$ cat src/source/soc_pkg.sv
`default_nettype none

package soc_pkg;

    typedef logic [31:0] addr_t;                    // bus byte address
    typedef logic [31:0] data_t;
    typedef logic [3:0]  sel_t;                     // one lane per data byte
    typedef logic [3:0]  region_t;                  // address bits 31:28

    localparam region_t REGION_TCM     = 4'd0;
    localparam region_t REGION_UART    = 4'd1;
    localparam region_t REGION_COUNTER = 4'd2;

    localparam int TCM_ADDR_WIDTH = 10;
    localparam int TCM_WORDS      = 2 ** TCM_ADDR_WIDTH;

    typedef logic [TCM_ADDR_WIDTH-1:0] tcm_addr_t;  // byte address bits 11:2

    localparam logic [1:0] UART_REG_DATA   = 2'd0;
    localparam logic [1:0] UART_REG_STATUS = 2'd1;
    localparam logic [1:0] UART_REG_BAUD   = 2'd2;

    typedef logic [15:0] baud_t;                    // clocks per serial bit

    localparam baud_t UART_BAUD_RESET = 16'd16;
    localparam int    UART_DATA_BITS  = 8;

    localparam int RST_HOLD_CYCLES = 4;
    localparam int RST_CNT_WIDTH   = $clog2(RST_HOLD_CYCLES + 1);

    typedef enum logic [1:0] {
        TX_IDLE,
        TX_START,
        TX_DATA,
        TX_STOP
    } uart_tx_state_e;

    typedef enum logic [1:0] {
        RX_IDLE,
        RX_START,
        RX_DATA,
        RX_STOP
    } uart_rx_state_e;

endpackage

`default_nettype wire

$ cat src/source/reset_filter.sv
`timescale 1ns/1ns
`default_nettype none

module reset_filter
(
    input  logic w_clk,
    input  logic i_rst,
    output logic o_rst
);

    logic [soc_pkg::RST_CNT_WIDTH-1:0] r_cnt;   // clean low samples seen so far

    always_ff @(posedge w_clk)
    begin
        if (i_rst)
        begin
            r_cnt <= '0;
            o_rst <= 1'b1;
        end
        else if (r_cnt != soc_pkg::RST_HOLD_CYCLES)
        begin
            r_cnt <= r_cnt + 1'b1;
            o_rst <= (r_cnt != soc_pkg::RST_HOLD_CYCLES - 1);   // last low sample releases
        end
    end

endmodule

`default_nettype wire

$ cat config.mk
export PLATFORM = sky130hd
export DESIGN_NAME = reset_filter
export DESIGN_NICKNAME = d
export VERILOG_FILES = /design/src/source/soc_pkg.sv /design/src/source/reset_filter.sv
export SDC_FILE = /design/constraint.sdc
export NUM_CORES = 1
export LEC_CHECK = 0
export ABC_AREA = 1
export ABC_CLOCK_PERIOD_IN_PS = 2060
export BUFFER_PORTS_ARGS = -buffer_cell sky130_fd_sc_hd__buf_2
export CAP_MARGIN = 20
export CORE_AREA = 5 5 42 44
export CTS_BUF_LIST = sky130_fd_sc_hd__clkbuf_16
export CTS_CLUSTER_DIAMETER = 150
export DETAILED_ROUTE_END_ITERATION = 6
export DIE_AREA = 0 0 47 49
export GPL_ROUTABILITY_DRIVEN = 0
export PLACE_DENSITY = 0.35
export SETUP_SLACK_MARGIN = 0.05
export SKIP_LAST_GASP = 1
export SYNTH_ARGS = -nofsm -noshare
export SYNTH_HDL_FRONTEND = slang
export SYNTH_SLANG_ARGS = --single-unit
export TNS_END_PERCENT = 20
$ cat constraint.sdc
create_clock -name w_clk -period 2.06 [get_ports w_clk]
set_input_delay 0.103 -clock w_clk [delete_from_list [all_inputs] [get_ports w_clk]]
set_output_delay 0.103 -clock w_clk [all_outputs]
set_load 0.02 [all_outputs]
# Word level (Yosys, flattened, before mapping)
# Cells that the tools add are included.
[op_classes] add_sub_neg=1 n_eq_ne=2
[op_table] op="$add 3x1->3 const B" n=1
[op_table] op="$ne 3x2->1 const B" n=1
[op_table] op="$ne 3x3->1 const B" n=1
[word_totals] register_bits=4 input_bits=2 output_inout_bits=1

# Depth between registers and ports, before layout
# Gate-level depths: netlist of run 1.
[logic_depth] ltp_word=1 ltp_mapped=6

# Worst setup path after synthesis of run 1
# Ideal clock, no wire load.
[synth_timing] kind="reg2reg" from="register r_cnt[0] (netlist name)" to="register r_cnt[0] (netlist name)" setup_slack_ns=1.122 stages_incl_launch_ff=7 arrival_ns=0.829 path_buffers=0 period_less_slack_ns=0.938 required_time_ns=1.951 path_cell_list="dfxtp_1 inv_1 ha_1 nand2_2 nand2_1 nand2_1 nor2_1"
[synth_via] elab_chain_len=1
[synth_rtl] element="start, declared" line_no="reset_filter.sv:11" text="logic [soc_pkg::RST_CNT_WIDTH-1:0] r_cnt;"
[synth_rtl] element="start signal, assigned" line_no="reset_filter.sv:22" text="r_cnt <= r_cnt + 1'b1;"
[synth_rtl] element="$add 3x1->3 or $ne 3x3->1 (tied branches)" line_no="reset_filter.sv:22, reset_filter.sv:20"
# Parallel ways exist; a longest one is shown, timed or not.
# A chain may end at the register's enable or synchronous reset.

# Final worst setup path of run 1
# Ends and elaborated chain as after synthesis.

==> metrics.yaml, run 1 <==
layout_commonest_cell: "inv_1"
arrival_ns: 1.13
final-setup-viol-count: 0
clk_pin_slew_ns: 0.03
setup_ws_ns: 1.04
clockBufferDepth: 2
final_cell_mix: "inv_1 (6), nand2_1 (5), dfxtp_1 (4)"
tightest_slew_ns: 0.146
grt_start_max_net_pins: 6
path_depth: 6
insertion_delay_ns: 0.22
reg2reg_setup_slack_ns: 1.04
skew_ns: 0.000476
grt_pass1_vias: 164
place_ws_ns: 1.05
cp_common_cell: "nand2_1"
hp-class: "in -> reg"
grt_first_pass_wirelength_um: 586
setup_tns_ns: 0
nets: 38
drtPass1Iterations: 1
min_period_ns: 1.02
ys_ff_latch: 4
die-height_um: 49
cts_sinks: 4
cts_resized: 0
critPathRequiredTime_ns: 2.18
io_buffers: 2
nFillCells: 162
synth_area_um2: 196
antenna_found_initial: 0
final_core_util_pct: 21.5
cp_max_fo: 5
avgSynthCellArea_um2: 7.56
drt-initial-drc-count: 0
clockRootBuffer: "clkbuf_16"
ioPinCount: 3
powerDensity_nw_per_um2: 1800
clock.fmax_ghz: 0.985
wl_per_cell_um: 7.30
path_cells: "inv_1, ha_1, nand2_2, nand2_1, nand2_1, nor2_1"
status: "complete, no violations"
drive_above_1_share_pct: 19.4
netlist_instances: 26
die_x_um: 47
grt-ovfl-total: 0
vias: 172
design_area_um2: 302
rsz0062_at_grt: "false"
critPathSlowestCell: "dfxtp_1"
dp_hpwl_um: 256
hold_buffers: 0
placement.cell_area_um2: 226
cap_violations: 0
drv_slew: 0
rr_endpoint: "r_cnt[0]$_SDFFE_PP0P_"
max_stage_delay_ns: 0.34
finalHoldViolCount: 0
post_cts_buffers: 0
coreArea_um2: 1400
ys_seq_area_share_pct: 40.8
critPathTopFamily: "flip-flops"
wl_um: 343
cts_buffers: 3
cts_tree: "yes"
crit_end: "r_cnt[0]$_SDFFE_PP0P_"
path_buf_inv: 1
initial_core_util_pct: 14.0
worst_setup_path_end_kind: "flip-flop"
r2r_cells: 6
slew_headroom_pct: 90.2
drtAntennaViolNets: 0
criticalPathCategory: "reg -> reg"
yosysUniqueCellTypes: 8
h-tree-depth: 1
syn2layout_area_growth_pct: 53.5
n_antenna_cell: 0
critPathLaunchType: "flip-flop"
p_leak_nw: 0.151
reg2reg_from: "r_cnt[0]$_SDFFE_PP0P_"
drc: 0
vdd_drop_max_uv: 599
ys_warn_count: 0
cp-startpoint: "r_cnt[0]$_SDFFE_PP0P_"
grt_use_total_pct: 4.50
synth_nets: 31
power_mw: 0.542
vias_per_cell: 3.66
rows: 14
die-area_um2: 2300
final.period_utilization_pct: 49.3
[cell families after synthesis]
group	count (synthesis)	share of synthesized area, %
flip-flops	4	40.8
AO/OA/AOI/OAI	1	2.55
AND/OR/NAND/NOR	12	26.1
adder cells (fa/ha/maj)	3	19.1
buffers and inverters	6	11.5
[metal layers]
metal | vias up | GRT usage, % | part of all wire [%]
met1 | 76 | 2.84 | 41
met2 | 4 | 5.43 | 44
met3 | 4 | 3.32 | 5.2
met5 | - | 0 | 0
met4 | 0 | 8.29 | 9.3
li1 | 88 | - | -
[worst min-delay path by stage]
stage	cells after the start	start	slack, ns	to
3_3_place_gp	2	i_rst	0.30	r_cnt[2]$_SDFFE_PP0P_
4_1_cts	2	i_rst	0.07	r_cnt[2]$_SDFFE_PP0P_
6_report	2	i_rst	0.07	r_cnt[2]$_SDFFE_PP0P_
3_5_place_dp	2	i_rst	0.30	r_cnt[2]$_SDFFE_PP0P_
2_1_floorplan	1	i_rst	0.17	r_cnt[2]$_SDFFE_PP0P_
5_1_grt	2	i_rst	0.09	r_cnt[2]$_SDFFE_PP0P_
[synth_stat cells (all sizes together)]
master | instances | area, um2
inv | 6 | 22.5
a21oi | 1 | 5.00
nor2 | 3 | 11.3
nand2 | 6 | 25.0
ha | 3 | 37.5
dfxtp | 4 | 80.1
nand3 | 3 | 15.0
[sequential cells by signal, indices dropped and copies added (netlist names)]
| signal | cells |
|---|---|
| r_cnt | 3 |
| o_rst | 1 |
[where the power goes]
group          internal (mW)  switching [mW]  leakage [nW]
sequential             0.108          0.0237        0.0330
combinational         0.0471          0.0658        0.0814
clock                  0.248          0.0504        0.0370
[area by class of cell]
cell class | count | area, um2 | area share [%]
Multi-Input combinational cell | 16 | 93.8 | 31.1
Sequential cell | 4 | 80.1 | 26.6
Clock buffer | 3 | 75.1 | 24.9
Inverter | 6 | 22.5 | 7.47
Tap cell | 16 | 20.0 | 6.64
Timing Repair Buffer | 2 | 10.0 | 3.32
[per-stage QoR]
stage	instances	hold slack, ns
after CTS	47	0.0700
after detailed placement	44	0.296
final	47	0.0697
after global routing	47	0.0854
after global placement	44	0.297
after floorplan	26	0.172
(Power assumes the default switching activity.)
==> inputs of run 2 (changes only) <==
--- a/config.mk
+++ b/config.mk
@@ -5,8 +5,8 @@
 export SDC_FILE = /design/constraint.sdc
 export NUM_CORES = 1
 export LEC_CHECK = 0
-export ABC_AREA = 1
-export ABC_CLOCK_PERIOD_IN_PS = 2060
+export ABC_AREA = 0
+export ABC_CLOCK_PERIOD_IN_PS = 1000
 export BUFFER_PORTS_ARGS = -buffer_cell sky130_fd_sc_hd__buf_2
 export CAP_MARGIN = 20
 export CORE_AREA = 5 5 42 44
==> constraint.sdc (replaced) <==
create_clock -name w_clk -period 1 [get_ports w_clk]
set_input_delay 0.05 -clock w_clk [delete_from_list [all_inputs] [get_ports w_clk]]
set_output_delay 0.05 -clock w_clk [all_outputs]
set_load 0.02 [all_outputs]
==> run 2 against run 1 <==
Net effect:
- the run now ends with setup timing left
- core utilization increased by 2.8 points
- combinational power rose by 140%
- sequential share of layout area fell by 2.3 points
- non-clock buffer count up 2
- die area is the same
- clock power rose by 110%
- register-to-register slack lost 1.1 ns
- synthesized cell count decreased by 19%
- synthesized area increased by 1.3%
- count of clock-buffer cells in the layout is the same
- critical path type unchanged
- largest cell class unchanged
==> metrics.yaml, run 2 <==
status: "finished, violations left"
violations: "setup timing"
wl_um: 411
hp-class: "in -> reg"
drt-initial-drc-count: 3
coreArea_um2: 1400
power.internal_mw: 0.865
synth_edf_count: 0
grt-ovfl-total: 0
synth_top_flop_cell: "dfxtp_1"
synth_adder_area_share_pct: 18.9
cts_tree: "yes"
synth_common_cells: "dfxtp_1 (4), a21oi_1 (3), ha_1 (3), inv_1 (3), nand3_1 (2)"
final.period_utilization_pct: 101
critPathLaunchType: "flip-flop"
criticalPathCategory: "reg -> reg"
multi_input_area_um2: 126
skew_ns: 0.000864
cp_max_fo: 3
regArea_um2: 82.6
reg2reg_from: "r_cnt[1]$_SDFFE_PP0P_"
cts_buffers: 3
drc: 0
die-height_um: 49
yosysUniqueCellTypes: 11
finalHoldViolCount: 0
dp_hpwl_um: 282
hold-path-endpoint: "r_cnt[1]$_SDFFE_PP0P_"
io_buffers: 2
hp-start: "i_rst"
h-tree-depth: 1
hold_buffers: 0
rsz0062_at_grt: "true"
grt_first_pass_wirelength_um: 765
reg2reg_setup_slack_ns: -0.007
insertion_delay_ns: 0.22
synth_most_common_cell: "dfxtp_1"
antenna_found_initial: 0
ys_warn_count: 0
ys_ff_latch: 4
p_leak_nw: 0.148
clockRootBuffer: "clkbuf_16"
vias_per_cell: 3.91
largestRegisters: "r_cnt (3), o_rst (1)"
synth_nets: 26
yosysTopAreaCellShare_pct: 40.3
p_seq_share_pct: 21.1
drv_slew: 0
placement.cell_area_um2: 238
design_area_um2: 340
rr_endpoint: "r_cnt[1]$_SDFFE_PP0P_"
sw_frac_of_total_pct: 23.8
final_cells: 44
initial_core_util_pct: 14.2
synthMuxAreaShare_pct: 5.03
cts_sinks: 4
clockBufferDepth: 2
vias: 172
ys_seq_area_share_pct: 40.3
path_buf_inv: 1
synth-async-reset-ratio_pct: 0
final-setup-viol-count: 1
powerDensity_nw_per_um2: 3340
n_antenna_cell: 0
arrival_ns: 1.16
drtPass1Iterations: 2
min_period_ns: 1.01
power.switching_mw: 0.270
regMostFlops: "r_cnt"
cap_violations: 0
clk_pin_slew_ns: 0.03
drtAntennaViolNets: 0
layout_commonest_cell: "clkbuf_16"
clock.fmax_ghz: 0.993
vdd_drop_max_uv: 1110
synthTopCellsByArea: "dfxtp_1 (40%), ha_1 (19%), a21oi_1 (7.5%)"
tightest_slew_ns: 0.108
wl_per_cell_um: 9.34
netlist_instances: 21
slew_headroom_pct: 92.6
setup_ws_ns: -0.00656
synth_compound_area_share_pct: 17.0
max_stage_delay_ns: 0.34
synth_area_um2: 199
drive_above_1_share_pct: 57.1
worst_setup_path_end_kind: "flip-flop"
synth_area_leader_cell: "dfxtp_1"
critPathSlowestCell: "dfxtp_2"
nFillCells: 155
hold_depth: 2
grt_pass1_vias: 210
synth-xor-area-share_pct: 0
critPathRequiredTime_ns: 1.16
r2r_cells: 4
critPathTopFamily: "flip-flops"
placed_cells: 40
nets: 35
rows: 14
clkPwrFrac_pct: 54.7
syn2layout_area_growth_pct: 71.1
die-area_um2: 2300
grt_use_total_pct: 5.21
die_x_um: 47
synthSimpleGateAreaFrac_pct: 13.2
avgSynthCellArea_um2: 9.47
p_comb_share_pct: 24.1
path_cells: "inv_2, ha_4, a21bo_1, a21oi_2"
ioPinCount: 3
synth_top_family_by_area: "adder cells"
grt_start_max_net_pins: 6
largest_reg_flops: 3
run 2: cell count changes after synthesis, sizes merged:
cell,change
a21bo,+1
a21o,+1
mux2i,+1
nand3,-1
nand2,-5
nor2b,+1
nor2,-2
inv,-3
a21oi,+2
run 2: worst max path at each step:
stage,to,depth (start not counted),start,slack (ns)
final,r_cnt[1]$_SDFFE_PP0P_,4,r_cnt[1]$_SDFFE_PP0P_,-0.007
after global routing,r_cnt[1]$_SDFFE_PP0P_,4,r_cnt[1]$_SDFFE_PP0P_,-0.05
after CTS,o_rst$_SDFFE_PP1P_,4,r_cnt[0]$_SDFFE_PP0P_,-0.01
after detailed placement,r_cnt[0]$_SDFFE_PP0P_,4,r_cnt[1]$_SDFFE_PP0P_,-0.07
after global placement,r_cnt[0]$_SDFFE_PP0P_,4,r_cnt[0]$_SDFFE_PP0P_,-0.009
after floorplan,r_cnt[0]$_SDFFE_PP0P_,4,r_cnt[0]$_SDFFE_PP0P_,0.02
run 2: cells by family after synthesis:
family / count (synthesis)
flops: 4
compound gates: 5
simple gates: 5
fa+ha+maj: 3
buf+inv: 3
mux: 1
run 2: final cells by class:
cell class / count / share of cell area [%]
clock buffer: 3 / 22.1
inverter: 3 / 3.31
timing repair buffer: 4 / 7.35
sequential: 4 / 24.3
tap: 16 / 5.88
multi-input combinational: 14 / 37.1
run 2: metal layers:
layer	wire (um)	share of wire (%)	GRT usage [%]	vias up
met5	0	0	0	-
met4	17	4.1	8.29	0
met3	24	5.8	2.21	2
met2	194	47	6.11	5
met1	174	42	5.05	80
li1	-	-	-	85
run 2: repair_timing:
| action | 4_1_cts | 5_1_grt |
|---|---|---|
| setup endpoints to repair | 4 | 4 |
| cloned | 0 | 0 |
| pin swaps | 1 | 0 |
| setup buffers | 1 | 0 |
| resized for setup | 5 | 2 |
run 2: metrics by stage:
| stage | setup TNS [ns] | power (mW) | setup slack, ns | hold slack (ns) | util, % |
|---|---|---|---|---|---|
| after global placement | -0.0143 | 0.425 | -0.00908 | 0.268 | 17.0 |
| after global routing | -0.112 | 1.20 | -0.0469 | 0.0542 | 24.3 |
| after detailed placement | -0.134 | 0.443 | -0.0731 | 0.273 | 17.0 |
| after floorplan | 0 | 0.380 | 0.0201 | 0.112 | - |
| after CTS | -0.0203 | 1.14 | -0.0103 | 0.0361 | 23.8 |
| final | -0.00656 | 1.14 | -0.00656 | 0.0288 | 24.3 |
run 2: power by group through the flow:
stage / Clock (mW) / Sequential, mW / Combinational (mW)
2_1_floorplan: 0 / 0.245 / 0.135
3_3_place_gp: 0 / 0.231 / 0.194
3_5_place_dp: 0 / 0.235 / 0.208
4_1_cts: 0.636 / 0.240 / 0.260
5_1_grt: 0.647 / 0.245 / 0.306
6_report: 0.621 / 0.240 / 0.274
