### src/source/soc_pkg.sv
`default_nettype none

package soc_pkg;

    typedef logic [31:0] addr_t;                    // bus byte address
    typedef logic [31:0] data_t;
    typedef logic [3:0]  sel_t;                     // one lane per data byte
    typedef logic [3:0]  region_t;                  // address bits 31:28

    localparam region_t REGION_TCM     = 4'd0;
    localparam region_t REGION_UART    = 4'd1;
    localparam region_t REGION_COUNTER = 4'd2;

    localparam int TCM_ADDR_WIDTH = 10;
    localparam int TCM_WORDS      = 2 ** TCM_ADDR_WIDTH;

    typedef logic [TCM_ADDR_WIDTH-1:0] tcm_addr_t;  // byte address bits 11:2

    localparam logic [1:0] UART_REG_DATA   = 2'd0;
    localparam logic [1:0] UART_REG_STATUS = 2'd1;
    localparam logic [1:0] UART_REG_BAUD   = 2'd2;

    typedef logic [15:0] baud_t;                    // clocks per serial bit

    localparam baud_t UART_BAUD_RESET = 16'd16;
    localparam int    UART_DATA_BITS  = 8;

    localparam int RST_HOLD_CYCLES = 4;
    localparam int RST_CNT_WIDTH   = $clog2(RST_HOLD_CYCLES + 1);

    typedef enum logic [1:0] {
        TX_IDLE,
        TX_START,
        TX_DATA,
        TX_STOP
    } uart_tx_state_e;

    typedef enum logic [1:0] {
        RX_IDLE,
        RX_START,
        RX_DATA,
        RX_STOP
    } uart_rx_state_e;

endpackage

`default_nettype wire

### src/source/wb_slave_if.sv
`timescale 1ns/1ns
`default_nettype none

interface wb_slave_if;

    soc_pkg::addr_t adr;
    soc_pkg::data_t wdat;
    soc_pkg::sel_t  sel;
    bit             we;
    bit             dev_sel;        // cyc & stb & region hit
    soc_pkg::data_t rdat;
    bit             ack;

    modport fabric
    (
        output adr,
        output wdat,
        output sel,
        output we,
        output dev_sel,
        input  rdat,
        input  ack
    );

    modport peripheral
    (
        input  adr,
        input  wdat,
        input  sel,
        input  we,
        input  dev_sel,
        output rdat,
        output ack
    );

endinterface

`default_nettype wire

### src/source/bus_fabric.sv
`timescale 1ns/1ns
`default_nettype none

module bus_fabric
(
    input  logic           w_clk,
    input  logic           i_rst,
    input  logic           i_wb_cyc,
    input  logic           i_wb_stb,
    input  logic           i_wb_we,
    input  soc_pkg::addr_t i_wb_adr,
    input  soc_pkg::sel_t  i_wb_sel,
    input  soc_pkg::data_t i_wb_dat,
    output soc_pkg::data_t o_wb_dat,
    output logic           o_wb_ack,
    wb_slave_if.fabric     tcm_bus,
    wb_slave_if.fabric     uart_bus
);

    soc_pkg::region_t w_region;
    logic             w_req;
    logic             w_local;      // counter or unmapped region answered here
    logic             r_ack;
    soc_pkg::data_t   r_cnt;

    assign w_region = i_wb_adr[31:28];
    assign w_req    = i_wb_cyc & i_wb_stb;
    assign w_local  = (w_region != soc_pkg::REGION_TCM) && (w_region != soc_pkg::REGION_UART);

    assign tcm_bus.adr      = i_wb_adr;
    assign tcm_bus.wdat     = i_wb_dat;
    assign tcm_bus.sel      = i_wb_sel;
    assign tcm_bus.we       = i_wb_we;
    assign tcm_bus.dev_sel  = w_req && (w_region == soc_pkg::REGION_TCM);

    assign uart_bus.adr     = i_wb_adr;
    assign uart_bus.wdat    = i_wb_dat;
    assign uart_bus.sel     = i_wb_sel;
    assign uart_bus.we      = i_wb_we;
    assign uart_bus.dev_sel = w_req && (w_region == soc_pkg::REGION_UART);

    // free-running read-only cycle counter
    always_ff @(posedge w_clk)
    begin
        if (i_rst)
            r_cnt <= '0;
        else
            r_cnt <= r_cnt + 1'b1;
    end

    always_ff @(posedge w_clk)
    begin
        if (i_rst)
            r_ack <= 1'b0;
        else
            r_ack <= w_req & w_local & ~r_ack;   // one-cycle pulse
    end

    always_comb
    begin
        case (w_region)
            soc_pkg::REGION_TCM:
            begin
                o_wb_dat = tcm_bus.rdat;
                o_wb_ack = tcm_bus.ack;
            end
            soc_pkg::REGION_UART:
            begin
                o_wb_dat = uart_bus.rdat;
                o_wb_ack = uart_bus.ack;
            end
            soc_pkg::REGION_COUNTER:
            begin
                o_wb_dat = r_cnt;
                o_wb_ack = r_ack;
            end
            default:
            begin
                o_wb_dat = '0;              // unmapped reads as zero
                o_wb_ack = r_ack;
            end
        endcase
    end

endmodule

`default_nettype wire

### src/flat_wrapper.sv
// flat-port wrapper written by rule: the top's interface ports become plain ports
module bus_fabric_flat 
  (w_clk, i_rst, i_wb_cyc, i_wb_stb, i_wb_we, i_wb_adr, i_wb_sel, i_wb_dat, o_wb_dat, o_wb_ack, tcm_bus_adr, tcm_bus_wdat, tcm_bus_sel, tcm_bus_we, tcm_bus_dev_sel, tcm_bus_rdat, tcm_bus_ack, uart_bus_adr, uart_bus_wdat, uart_bus_sel, uart_bus_we, uart_bus_dev_sel, uart_bus_rdat, uart_bus_ack);
  wb_slave_if tcm_bus_i ();
  wb_slave_if uart_bus_i ();
  input  logic w_clk;
  input  logic i_rst;
  input  logic i_wb_cyc;
  input  logic i_wb_stb;
  input  logic i_wb_we;
  input  soc_pkg::addr_t i_wb_adr;
  input  soc_pkg::sel_t i_wb_sel;
  input  soc_pkg::data_t i_wb_dat;
  output soc_pkg::data_t o_wb_dat;
  output logic o_wb_ack;
  output wire logic [$bits(tcm_bus_i.adr)-1:0] tcm_bus_adr;
  output wire logic [$bits(tcm_bus_i.wdat)-1:0] tcm_bus_wdat;
  output wire logic [$bits(tcm_bus_i.sel)-1:0] tcm_bus_sel;
  output wire logic [$bits(tcm_bus_i.we)-1:0] tcm_bus_we;
  output wire logic [$bits(tcm_bus_i.dev_sel)-1:0] tcm_bus_dev_sel;
  input wire logic [$bits(tcm_bus_i.rdat)-1:0] tcm_bus_rdat;
  input wire logic [$bits(tcm_bus_i.ack)-1:0] tcm_bus_ack;
  output wire logic [$bits(uart_bus_i.adr)-1:0] uart_bus_adr;
  output wire logic [$bits(uart_bus_i.wdat)-1:0] uart_bus_wdat;
  output wire logic [$bits(uart_bus_i.sel)-1:0] uart_bus_sel;
  output wire logic [$bits(uart_bus_i.we)-1:0] uart_bus_we;
  output wire logic [$bits(uart_bus_i.dev_sel)-1:0] uart_bus_dev_sel;
  input wire logic [$bits(uart_bus_i.rdat)-1:0] uart_bus_rdat;
  input wire logic [$bits(uart_bus_i.ack)-1:0] uart_bus_ack;
  assign tcm_bus_adr = tcm_bus_i.adr;
  assign tcm_bus_wdat = tcm_bus_i.wdat;
  assign tcm_bus_sel = tcm_bus_i.sel;
  assign tcm_bus_we = tcm_bus_i.we;
  assign tcm_bus_dev_sel = tcm_bus_i.dev_sel;
  assign tcm_bus_i.rdat = tcm_bus_rdat;
  assign tcm_bus_i.ack = tcm_bus_ack;
  assign uart_bus_adr = uart_bus_i.adr;
  assign uart_bus_wdat = uart_bus_i.wdat;
  assign uart_bus_sel = uart_bus_i.sel;
  assign uart_bus_we = uart_bus_i.we;
  assign uart_bus_dev_sel = uart_bus_i.dev_sel;
  assign uart_bus_i.rdat = uart_bus_rdat;
  assign uart_bus_i.ack = uart_bus_ack;
  bus_fabric u_core (.w_clk(w_clk), .i_rst(i_rst), .i_wb_cyc(i_wb_cyc), .i_wb_stb(i_wb_stb), .i_wb_we(i_wb_we), .i_wb_adr(i_wb_adr), .i_wb_sel(i_wb_sel), .i_wb_dat(i_wb_dat), .o_wb_dat(o_wb_dat), .o_wb_ack(o_wb_ack), .tcm_bus(tcm_bus_i), .uart_bus(uart_bus_i));
endmodule
### config.mk
export PLATFORM = sky130hd
export DESIGN_NAME = bus_fabric_flat
export DESIGN_NICKNAME = d
export VERILOG_FILES = /design/src/source/soc_pkg.sv /design/src/source/wb_slave_if.sv /design/src/source/bus_fabric.sv /design/src/flat_wrapper.sv
export SDC_FILE = /design/constraint.sdc
export NUM_CORES = 1
export LEC_CHECK = 0
export BUFFER_PORTS_ARGS = -buffer_cell sky130_fd_sc_hd__buf_2
export CAP_MARGIN = 20
export CELL_PAD_IN_SITES_DETAIL_PLACEMENT = 0
export CELL_PAD_IN_SITES_GLOBAL_PLACEMENT = 2
export CORE_ASPECT_RATIO = 1.2
export CORE_MARGIN = 2
export CORE_UTILIZATION = 16
export DETAILED_ROUTE_END_ITERATION = 10
export GPL_TIMING_DRIVEN = 0
export PLACE_DENSITY = 0.83
export RECOVER_POWER = 100
export SLEW_MARGIN = 20
export SYNTH_ARGS = -nofsm -noshare
export SYNTH_HDL_FRONTEND = slang
export SYNTH_SLANG_ARGS = --single-unit
export TNS_END_PERCENT = 100
### constraint.sdc
create_clock -name w_clk -period 2.1 [get_ports w_clk]
set_clock_uncertainty 0.1 [all_clocks]
set_input_delay 0.315 -clock w_clk [delete_from_list [all_inputs] [get_ports w_clk]]
set_output_delay 0.315 -clock w_clk [all_outputs]
set_load 0.05 [all_outputs]
Word-level counts from Yosys, hierarchy flattened --
Index checks and enable logic that the tools add are counted.
Word-level totals: register bits after elaboration 33, input port bits 139, output and inout port bits 173, logic and storage cells 17
Operators by class: add/sub/neg operators 1, equal/unequal tests 3, multiplexer cells 2, bitwise operators 4, reductions and logical operators 5
Operator list (number):
- $pmux W32 S3 | 1
- $add A32 B1 Y32 const B | 1
- $eq A4 B1 Y1 const B | 1
- $eq A4 B2 Y1 const B | 1
- $logic_not A4 Y1 | 1
- $ne A4 B1 Y1 const B | 1
- $reduce_bool A4 Y1 | 1
- $and A1 B1 Y1 | 3
- $logic_and A1 B1 Y1 | 3
- $pmux W1 S2 | 1
- $not A1 Y1 | 1

Depth between registers and ports, before layout --
Gate-level depths: netlist of the first run.
depth in word-level cells 4, gate-level depth with buffers 7, mapped depth without buffers 5

Worst setup path before layout of the first run --
No wires, ideal clock.
kind input to output, start in i_wb_adr[28], end out o_wb_dat[10], arrival time 2.365 ns, required time 1.685 ns, setup slack -0.680 ns, stages on the path 4, buffers on the path 2, cell sequence clkbuf_1 > buf_1 > mux2i_1 > o21ai_0
On the way: word-level cells in the longest chain between the ends 2, elaborated cells on any way between the ends 4, classes of those cells eq/ne (2); mux (1); reduce/logical (1)
RTL lines:
- start: declaration | RTL line flat_wrapper.sv:11 | input soc_pkg::addr_t i_wb_adr;
- $eq A4 B2 Y1 (tied with other cells) | RTL line bus_fabric.sv:61 | case (w_region)
- $pmux W32 S3 (*) | RTL line bus_fabric.sv:61
- end: declaration | RTL line flat_wrapper.sv:14 | output soc_pkg::data_t o_wb_dat;
Mark *: on every way between the ends. The rest lies on a longest branch, timed or not.

Worst setup path in the final report of the first run --
start in i_wb_adr[31], end out o_wb_dat[30]
The elaborated chain is that of the path after synthesis.

==> reports/qor.json, run 1 <==
{
  "clock_network": {
    "tritoncts_clock_tree": "done",
    "clkSlewWorstSetupHoldPaths_ps": 50,
    "post_cts_hold_buffer_count": 0,
    "clock_tree.htree_level_count": 2,
    "root_buffer": "sky130_fd_sc_hd__clkbuf_16",
    "clock_tree.buffer_depth": 2,
    "worstSkewPairLatency_ps": 280,
    "clkSinkCount": 33,
    "cts-buffers-inserted": 5
  },
  "run": {
    "maxcap_viol_count": 0
  },
  "place": {
    "postPlaceCellArea_um2": 5000,
    "routability_congestion": 0.724,
    "io_buffers": 244,
    "detailed_place_hpwl_um": 10200,
    "place.detailed.instances": 943
  },
  "critical_path": {
    "worst_ep_arrival_time_ps": 1620,
    "worstSetupPathType": "in2out",
    "rr_worst_depth": 5,
    "crit_path_start_kind": "input pin",
    "r2r_start": "u_core.r_cnt[2]",
    "rrSetupSlack_ps": 70,
    "crit_start": "i_wb_adr[31]",
    "worst_ep_required_time_ps": 1680,
    "worstSetupEndpoint": "o_wb_dat[30]",
    "timing.critical_path.fanout_max": 10,
    "regToRegEndpoint": "u_core.r_cnt[31]",
    "setup.worst_path.end_class": "primary output"
  },
  "global_routing": {
    "antenna_found_initial": 0,
    "groute.usage.overall_pct": 10.7,
    "grt.overflow.total": 0,
    "pin_count_of_the_biggest_net_entering_global_routing": 11,
    "grt_first_pass_wirelength_um": 18100,
    "vias_in_the_first_global_route": 3464
  },
  "final_layout": {
    "layoutNonFillerInstCount": 959,
    "most-common-layout-cells": "155 x sky130_fd_sc_hd__buf_4, 145 x sky130_fd_sc_hd__clkbuf_1, 87 x sky130_fd_sc_hd__buf_2",
    "area_delta_synth_final_pct": 57.7,
    "finish.net_count": 833,
    "layout_commonest_cell": "sky130_fd_sc_hd__buf_4",
    "share_of_final_layout_standard_cells_stronger_than_drive_strength_1_pct": 47.7,
    "antenna_cells": 0,
    "stdcell_area_um2": 5210
  },
  "die": {
    "fp.dieH_um": 161,
    "io_pins": 312,
    "floorplan.initialDensity_pct": 16.3,
    "die_area_um2": 21800,
    "number_of_cell_rows": 57,
    "fp.dieW_um": 135,
    "design.core.area_um2": 20300
  },
  "synth": {
    "count_of_mapped_cells_out_of_synthesis": 434,
    "ys_seq_area_share_pct": 20.0,
    "synthDistinctLibCells": 33,
    "ys_warn_count": 0,
    "syn_area_um2": 3300,
    "avgSynthCellArea_um2": 7.61,
    "synth.net_count": 574,
    "postSynthRegisterBits": 33
  },
  "sta": {
    "hold-worst-slack_ps": 317,
    "worst_slew_margin_rel_pct": 56.2,
    "max_clock_freq_mhz": 491,
    "worst_slew_pin_slew_ps": 660,
    "report.final.hold_viol_count": 0,
    "final.period_utilization_pct": 97.0,
    "rsz_0062_raised_after_global_routing": "false",
    "maxSlewViolCount": 0,
    "layout_min_cycle_time_ps": 2040,
    "report.final.setup_viol": 0
  },
  "routing": {
    "wl_met3_um": 938,
    "routed_wl_um": 12500,
    "top_signal_layer_used": "met4",
    "post-route-drc-count": 0,
    "drt-pass1-iter-count": 4,
    "route.detailed.wl_per_inst_um": 13.1,
    "met2RoutedLength_um": 6740,
    "drt-met1-wl_um": 4640,
    "route.vias.total": 3706,
    "postRouteAntennaNets": 0,
    "detailedRoute.firstIterationViolations": 94,
    "drt-vias-per-instance": 3.86
  },
  "pwr": {
    "pwr_density_cell_nw_per_um2": 502,
    "worst_voltage_drop_across_the_vdd_grid_mv": 0.251,
    "p_leak_uw": 0.00227
  },
  "min_path": {
    "class_of_the_most_critical_hold_timing_path": "in2reg"
  },
  "outcome": {
    "outcome": "complete, no violations"
  }
}
==> timing repair <==
action,CTS,global route
setup buffers,6,3
gates resized for setup,47,15
gates cloned,1,0
endpoints found under the setup margin,47,44
pin swaps,5,4
==> power breakdown <==
group	internal, uW	switching, uW
Sequential	630	7.38
Clock	592	271
Combinational	341	775
Total	1560	1050
==> cells in the mapped netlist <==
| cell type | instances | area, um^2 |
|---|---|---|
| sky130_fd_sc_hd__a21oi_1 | 18 | 90.1 |
| sky130_fd_sc_hd__and3_2 | 1 | 7.51 |
| sky130_fd_sc_hd__and4_1 | 2 | 17.5 |
| sky130_fd_sc_hd__and4_2 | 1 | 10.0 |
| sky130_fd_sc_hd__buf_1 | 1 | 3.75 |
| sky130_fd_sc_hd__buf_2 | 2 | 10.0 |
| sky130_fd_sc_hd__buf_4 | 138 | 1040 |
| sky130_fd_sc_hd__buf_6 | 3 | 33.8 |
| sky130_fd_sc_hd__clkbuf_1 | 13 | 48.8 |
| sky130_fd_sc_hd__clkbuf_8 | 1 | 13.8 |
| sky130_fd_sc_hd__dfxtp_1 | 33 | 661 |
| sky130_fd_sc_hd__ha_1 | 1 | 12.5 |
| sky130_fd_sc_hd__inv_1 | 9 | 33.8 |
| sky130_fd_sc_hd__mux2_2 | 1 | 11.3 |
| sky130_fd_sc_hd__mux2i_1 | 33 | 330 |
| sky130_fd_sc_hd__nand2_1 | 40 | 150 |
| sky130_fd_sc_hd__nand3_1 | 13 | 65.1 |
| sky130_fd_sc_hd__nand4_1 | 8 | 50.1 |
| sky130_fd_sc_hd__nand4_4 | 1 | 21.3 |
| sky130_fd_sc_hd__nor2_1 | 13 | 48.8 |
| sky130_fd_sc_hd__nor2b_1 | 2 | 12.5 |
| sky130_fd_sc_hd__nor3_1 | 5 | 25.0 |
| sky130_fd_sc_hd__nor4_1 | 3 | 18.8 |
| sky130_fd_sc_hd__nor4b_1 | 2 | 17.5 |
| sky130_fd_sc_hd__o21ai_0 | 41 | 205 |
| sky130_fd_sc_hd__o31ai_1 | 10 | 75.1 |
| sky130_fd_sc_hd__or2_2 | 1 | 6.26 |
| sky130_fd_sc_hd__or3_1 | 9 | 56.3 |
| sky130_fd_sc_hd__or3_2 | 4 | 30.0 |
| sky130_fd_sc_hd__or4_1 | 13 | 97.6 |
| sky130_fd_sc_hd__or4_2 | 1 | 8.76 |
| sky130_fd_sc_hd__xnor2_1 | 7 | 61.3 |
| sky130_fd_sc_hd__xor2_1 | 4 | 35.0 |
==> stage by stage <==
step	util, %	setup WS (ps)	total power (uW)	setup TNS [ps]
after floorplan	-	-291	1550	-2050
after global placement	24.7	-712	1790	-19960
after detailed placement	24.7	-606	1800	-18450
after CTS	26.4	0.297	2680	0
after global routing	25.7	4.27	2710	0
final	25.7	62.5	2620	0
==> registers in the layout, summed over array words and instances, names as in the netlist <==
signal / flops
u_core.r_ack: 1
u_core.r_cnt: 32
==> area by class of cell <==
| cell class | count | area [um^2] |
|---|---|---|
| fill | 2353 | 15000 |
| clock buffer | 7 | 143 |
| clock inverter | 1 | 30.0 |
| multi-input combinational | 234 | 1650 |
| timing repair buffer | 254 | 1160 |
| inverter | 9 | 33.8 |
| sequential | 33 | 678 |
| buffer | 156 | 1180 |
| tap | 265 | 332 |
==> critical path, stage by stage <==
cell and delay [ps]:
sky130_fd_sc_hd__clkbuf_2 130, sky130_fd_sc_hd__or3_4 490, sky130_fd_sc_hd__clkbuf_8 250, sky130_fd_sc_hd__o21ai_2 140
sky130_fd_sc_hd__clkbuf_2 290
==> logic make-up (layout without fill, tap and decap cells) <==
kind of cell             count (synthesis)  in the layout  synth area share, %
AO/OA/AOI/OAI                           69             69                 11.2
XOR/XNOR                                11             11                 2.92
adder cells (fa/ha/maj)                  1              1                0.379
buffers and inverters                  167            427                 35.7
flip-flops                              33             33                 20.0
multiplexers                            34             34                 10.3
AND/OR/NAND/NOR                        119            119                 19.5
==> layer usage <==
layer,GRT usage (%),up-vias
met5,0,-
met4,3.74,0
met3,1.73,11
met2,20.9,176
met1,11.5,1634
li1,-,1885
==> worst min-delay path by stage <==
stage	startpoint	to	slack (ps)	cells past startpoint
final	i_rst	u_core.r_cnt[1]	320	2
after global routing	u_core.r_ack	u_core.r_ack	360	1
after detailed placement	u_core.r_ack	u_core.r_ack	320	1
after CTS	i_rst	u_core.r_cnt[1]	120	2
after global placement	u_core.r_ack	u_core.r_ack	310	1
after floorplan	u_core.r_ack	u_core.r_ack	300	1
(Power assumes the default switching activity.)
==> run 2, diff against run 1 <==
--- a/config.mk
+++ b/config.mk
@@ -11,10 +11,10 @@
 export CELL_PAD_IN_SITES_GLOBAL_PLACEMENT = 2
 export CORE_ASPECT_RATIO = 1.2
 export CORE_MARGIN = 2
-export CORE_UTILIZATION = 16
+export CORE_UTILIZATION = 17
 export DETAILED_ROUTE_END_ITERATION = 10
 export GPL_TIMING_DRIVEN = 0
-export PLACE_DENSITY = 0.83
+export PLACE_DENSITY = 0.84
 export RECOVER_POWER = 100
 export SLEW_MARGIN = 20
 export SYNTH_ARGS = -nofsm -noshare
==> constraint.sdc (replaced) <==
create_clock -name w_clk -period 2.3 [get_ports w_clk]
set_clock_uncertainty 0.1 [all_clocks]
set_input_delay 0.345 -clock w_clk [delete_from_list [all_inputs] [get_ports w_clk]]
set_output_delay 0.345 -clock w_clk [all_outputs]
set_load 0.05 [all_outputs]
==> reports/qor.json, run 2 (same netlist as run 1, synthesis figures left out) <==
{
  "outcome": {
    "outcome": {"value": "complete, no violations", "change": "unchanged"}
  },
  "clock_network": {
    "clkSinkCount": {"value": 33, "change": "unchanged"},
    "tritoncts_clock_tree": {"value": "done", "change": "unchanged"},
    "clock_tree.htree_level_count": {"value": 2, "change": "unchanged"},
    "root_buffer": {"value": "sky130_fd_sc_hd__clkbuf_16", "change": "unchanged"},
    "clock_tree.buffer_depth": {"value": 2, "change": "unchanged"},
    "cts-buffers-inserted": {"value": 5, "change": "unchanged"},
    "clkSlewWorstSetupHoldPaths": {"value": 60, "unit": "ps", "change": "was 50 ps"},
    "worstSkewPairLatency": {"value": 280, "unit": "ps", "change": "about the same"}
  },
  "critical_path": {
    "crit_chain": {"value": "buf_2 -> or3_1 -> buf_4 -> nor3_4 -> clkbuf_2", "change": "was clkbuf_2 -> or3_4 -> clkbuf_8 -> o21ai_2 -> clkbuf_2"},
    "regToRegEndpoint": {"value": "u_core.r_cnt[31]", "change": "unchanged"},
    "setup.worst_path.end_class": {"value": "primary output", "change": "unchanged"},
    "worstSetupPathType": {"value": "in2out", "change": "unchanged"},
    "r2r_start": {"value": "u_core.r_cnt[9]", "change": "was u_core.r_cnt[2]"},
    "timing.critical_path.fanout_max": {"value": 10, "change": "unchanged"},
    "rrSetupSlack": {"value": 120, "unit": "ps", "change": "was 70 ps"},
    "rr_worst_depth": {"value": 5, "change": "unchanged"},
    "critical-path-max-stage-delay": {"value": 560, "unit": "ps", "change": "was 490 ps"},
    "worst_ep_arrival_time": {"value": 1780, "unit": "ps", "change": "was 1620 ps"},
    "worst_ep_required_time": {"value": 1860, "unit": "ps", "change": "was 1680 ps"},
    "crit_path_start_kind": {"value": "input pin", "change": "unchanged"},
    "slowest_stage": {"value": "sky130_fd_sc_hd__or3_1", "change": "was sky130_fd_sc_hd__or3_4"}
  },
  "die": {
    "die_area": {"value": 20600, "unit": "um^2", "change": "was 21800 um^2"},
    "number_of_cell_rows": {"value": 55, "change": "was 57"},
    "fp.dieW": {"value": 131, "unit": "um", "change": "was 135 um"},
    "io_pins": {"value": 312, "change": "unchanged"},
    "floorplan.initialDensity": {"value": 17.4, "unit": "%", "change": "was 16.3%"},
    "fp.dieH": {"value": 157, "unit": "um", "change": "was 161 um"},
    "design.core.area": {"value": 19000, "unit": "um^2", "change": "was 20300 um^2"}
  },
  "min_path": {
    "whs_endpoint": {"value": "u_core.r_ack", "change": "was u_core.r_cnt[1]"},
    "hold-path-cell-count": {"value": 1, "change": "was 2"},
    "hp-start": {"value": "u_core.r_ack", "change": "was i_rst"},
    "class_of_the_most_critical_hold_timing_path": {"value": "reg2reg", "change": "was in2reg"}
  },
  "place": {
    "postPlaceCellArea": {"value": 4970, "unit": "um^2", "change": "was 5000 um^2"},
    "routability_congestion": {"value": 0.720, "change": "was 0.724"},
    "io_buffers": {"value": 244, "change": "unchanged"},
    "place.detailed.instances": {"value": 934, "change": "was 943"},
    "detailed_place_hpwl": {"value": 10000, "unit": "um", "change": "was 10200 um"}
  },
  "pwr": {
    "pwr_density_cell": {"value": 486, "unit": "nW/um^2", "change": "was 502 nW/um^2"},
    "p_leak": {"value": 0.00223, "unit": "uW", "change": "was 0.00227 uW"},
    "power": {"value": 2470, "unit": "uW", "change": "was 2620 uW"},
    "worst_voltage_drop_across_the_vdd_grid": {"value": 0.232, "unit": "mV", "change": "was 0.251 mV"}
  },
  "final_layout": {
    "layoutNonFillerInstCount": {"value": 945, "change": "was 959"},
    "layout_commonest_cell": {"value": "sky130_fd_sc_hd__clkbuf_1", "change": "was sky130_fd_sc_hd__buf_4"},
    "finish.net_count": {"value": 828, "change": "was 833"},
    "share_of_final_layout_standard_cells_stronger_than_drive_strength_1": {"value": 46.0, "unit": "%", "change": "was 47.7%"},
    "largest_register_by_flop_count": {"value": "u_core.r_cnt", "change": "unchanged"},
    "antenna_cells": {"value": 0, "change": "unchanged"},
    "fillers": {"value": 2187, "change": "was 2353"},
    "area_delta_synth_final": {"value": 54.0, "unit": "%", "change": "was 57.7%"},
    "most-common-layout-cells": {"value": "143 x sky130_fd_sc_hd__clkbuf_1, 141 x sky130_fd_sc_hd__buf_4, 86 x sky130_fd_sc_hd__buf_2", "change": "was 155 x sky130_fd_sc_hd__buf_4, 145 x sky130_fd_sc_hd__clkbuf_1, 87 x sky130_fd_sc_hd__buf_2"},
    "reg_top3": {"value": "u_core.r_cnt: 32 flops, u_core.r_ack: 1 flops", "change": "unchanged"},
    "largest_register_ffs": {"value": 32, "change": "unchanged"},
    "stdcell_area": {"value": 5090, "unit": "um^2", "change": "was 5210 um^2"}
  },
  "sta": {
    "layout_min_cycle_time_ps": 2220,
    "final.period_utilization_pct": 96.7,
    "maxSlewViolCount": {"value": 0, "change": "unchanged"},
    "worst_slew_margin_rel": {"value": 59.2, "unit": "%", "change": "was 56.2%"},
    "worst_slew_pin_slew": {"value": 614, "unit": "ps", "change": "was 660 ps"},
    "rsz_0062_raised_after_global_routing": {"value": "true", "change": "was false"},
    "report.final.hold_viol_count": {"value": 0, "change": "unchanged"},
    "max_clock_freq_mhz": 450,
    "report.final.setup_viol": {"value": 0, "change": "unchanged"}
  },
  "run": {
    "maxcap_viol_count": {"value": 0, "change": "unchanged"}
  },
  "global_routing": {
    "groute.usage.overall": {"value": 10.5, "unit": "%", "change": "was 10.7%"},
    "vias_in_the_first_global_route": {"value": 3314, "change": "was 3464"},
    "antenna_found_initial": {"value": 0, "change": "unchanged"},
    "grt_first_pass_wirelength": {"value": 17300, "unit": "um", "change": "was 18100 um"},
    "grt.overflow.total": {"value": 0, "change": "unchanged"},
    "pin_count_of_the_biggest_net_entering_global_routing": {"value": 12, "change": "was 11"}
  },
  "routing": {
    "postRouteAntennaNets": {"value": 0, "change": "unchanged"},
    "detailedRoute.firstIterationViolations": {"value": 133, "change": "was 94"},
    "post-route-drc-count": {"value": 0, "change": "unchanged"},
    "route.detailed.wl_per_inst": {"value": 12.7, "unit": "um", "change": "was 13.1 um"},
    "routed_wl": {"value": 12000, "unit": "um", "change": "was 12500 um"},
    "drt-pass1-iter-count": {"value": 4, "change": "unchanged"},
    "route.vias.total": {"value": 3667, "change": "was 3706"},
    "drt-vias-per-instance": {"value": 3.88, "change": "was 3.86"}
  }
}
## run 2: cell count changes in the layout (fill, tap and decap cells not counted), sizes merged
| cell | delta |
|---|---|
| buf | -17 |
| clkbuf | +9 |
| bufinv | +1 |
| clkdlybuf4s15 | +1 |
| clkinv | +1 |
## run 2: how the worst max path moves through the flow
stage / cells after the start / start / end
4_1_cts: 6 / i_wb_adr[31] / uart_bus_dev_sel
3_3_place_gp: 6 / i_wb_adr[28] / o_wb_dat[12]
2_1_floorplan: 4 / i_wb_adr[28] / o_wb_dat[10]
6_report: 5 / i_wb_adr[31] / uart_bus_dev_sel
5_1_grt: 6 / i_wb_adr[28] / o_wb_dat[0]
3_5_place_dp: 6 / i_wb_adr[28] / o_wb_dat[12]
## run 2: report_power, final
part,leakage (uW),internal (uW),switching (uW)
clock network,0.0000938,619,262
logic,0.00186,304,704
registers,0.000269,577,7.02
total,0.00223,1500,973
## run 2: metal layers
layer  global-route usage (%)  share of wire, %  vias up
li1                         -                 -     1879
met1                     12.1                39     1606
met2                     19.8                53      177
met3                     2.75               7.5        5
met4                     1.86              0.55        0
met5                        0                 0        -
## run 2: critical path, delay by kind of cell
family / cells / cell delay [ps]
AND/OR/NAND/NOR: 2 / 720
buffers and inverters: 3 / 700
## run 2: timing repair
item / in CTS / in global routing
pin swaps: 0 / 1
gates cloned: 0 / 0
endpoints found under the hold margin: 0 / 0
resized for setup: 22 / 13
endpoints found under the setup margin: 35 / 44
buffers inserted: 0 / 4
hold buffers: 0 / 0
## run 2: layout make-up
type | count | area (um^2) | share of cell area (%)
Multi-Input combinational cell | 234 | 1620 | 31.8
Tap cell | 256 | 320 | 6.29
Inverter | 9 | 33.8 | 0.664
Sequential cell | 33 | 667 | 13.1
Clock inverter | 3 | 65.1 | 1.28
Timing Repair Buffer | 248 | 1080 | 21.2
Clock buffer | 5 | 125 | 2.46
Buffer | 157 | 1180 | 23.1
## run 2: metrics by stage
step           setup WS, ps  TNS, ps  hold WS (ps)  utilization [%]
2_1_floorplan          -168     -391           298                -
3_3_place_gp           -655   -16200           315             26.2
3_5_place_dp           -667   -16640           319             26.2
4_1_cts               -11.5    -21.2           170             27.5
5_1_grt               -7.17    -8.43           343             26.8
6_report               75.6        0           328             26.8
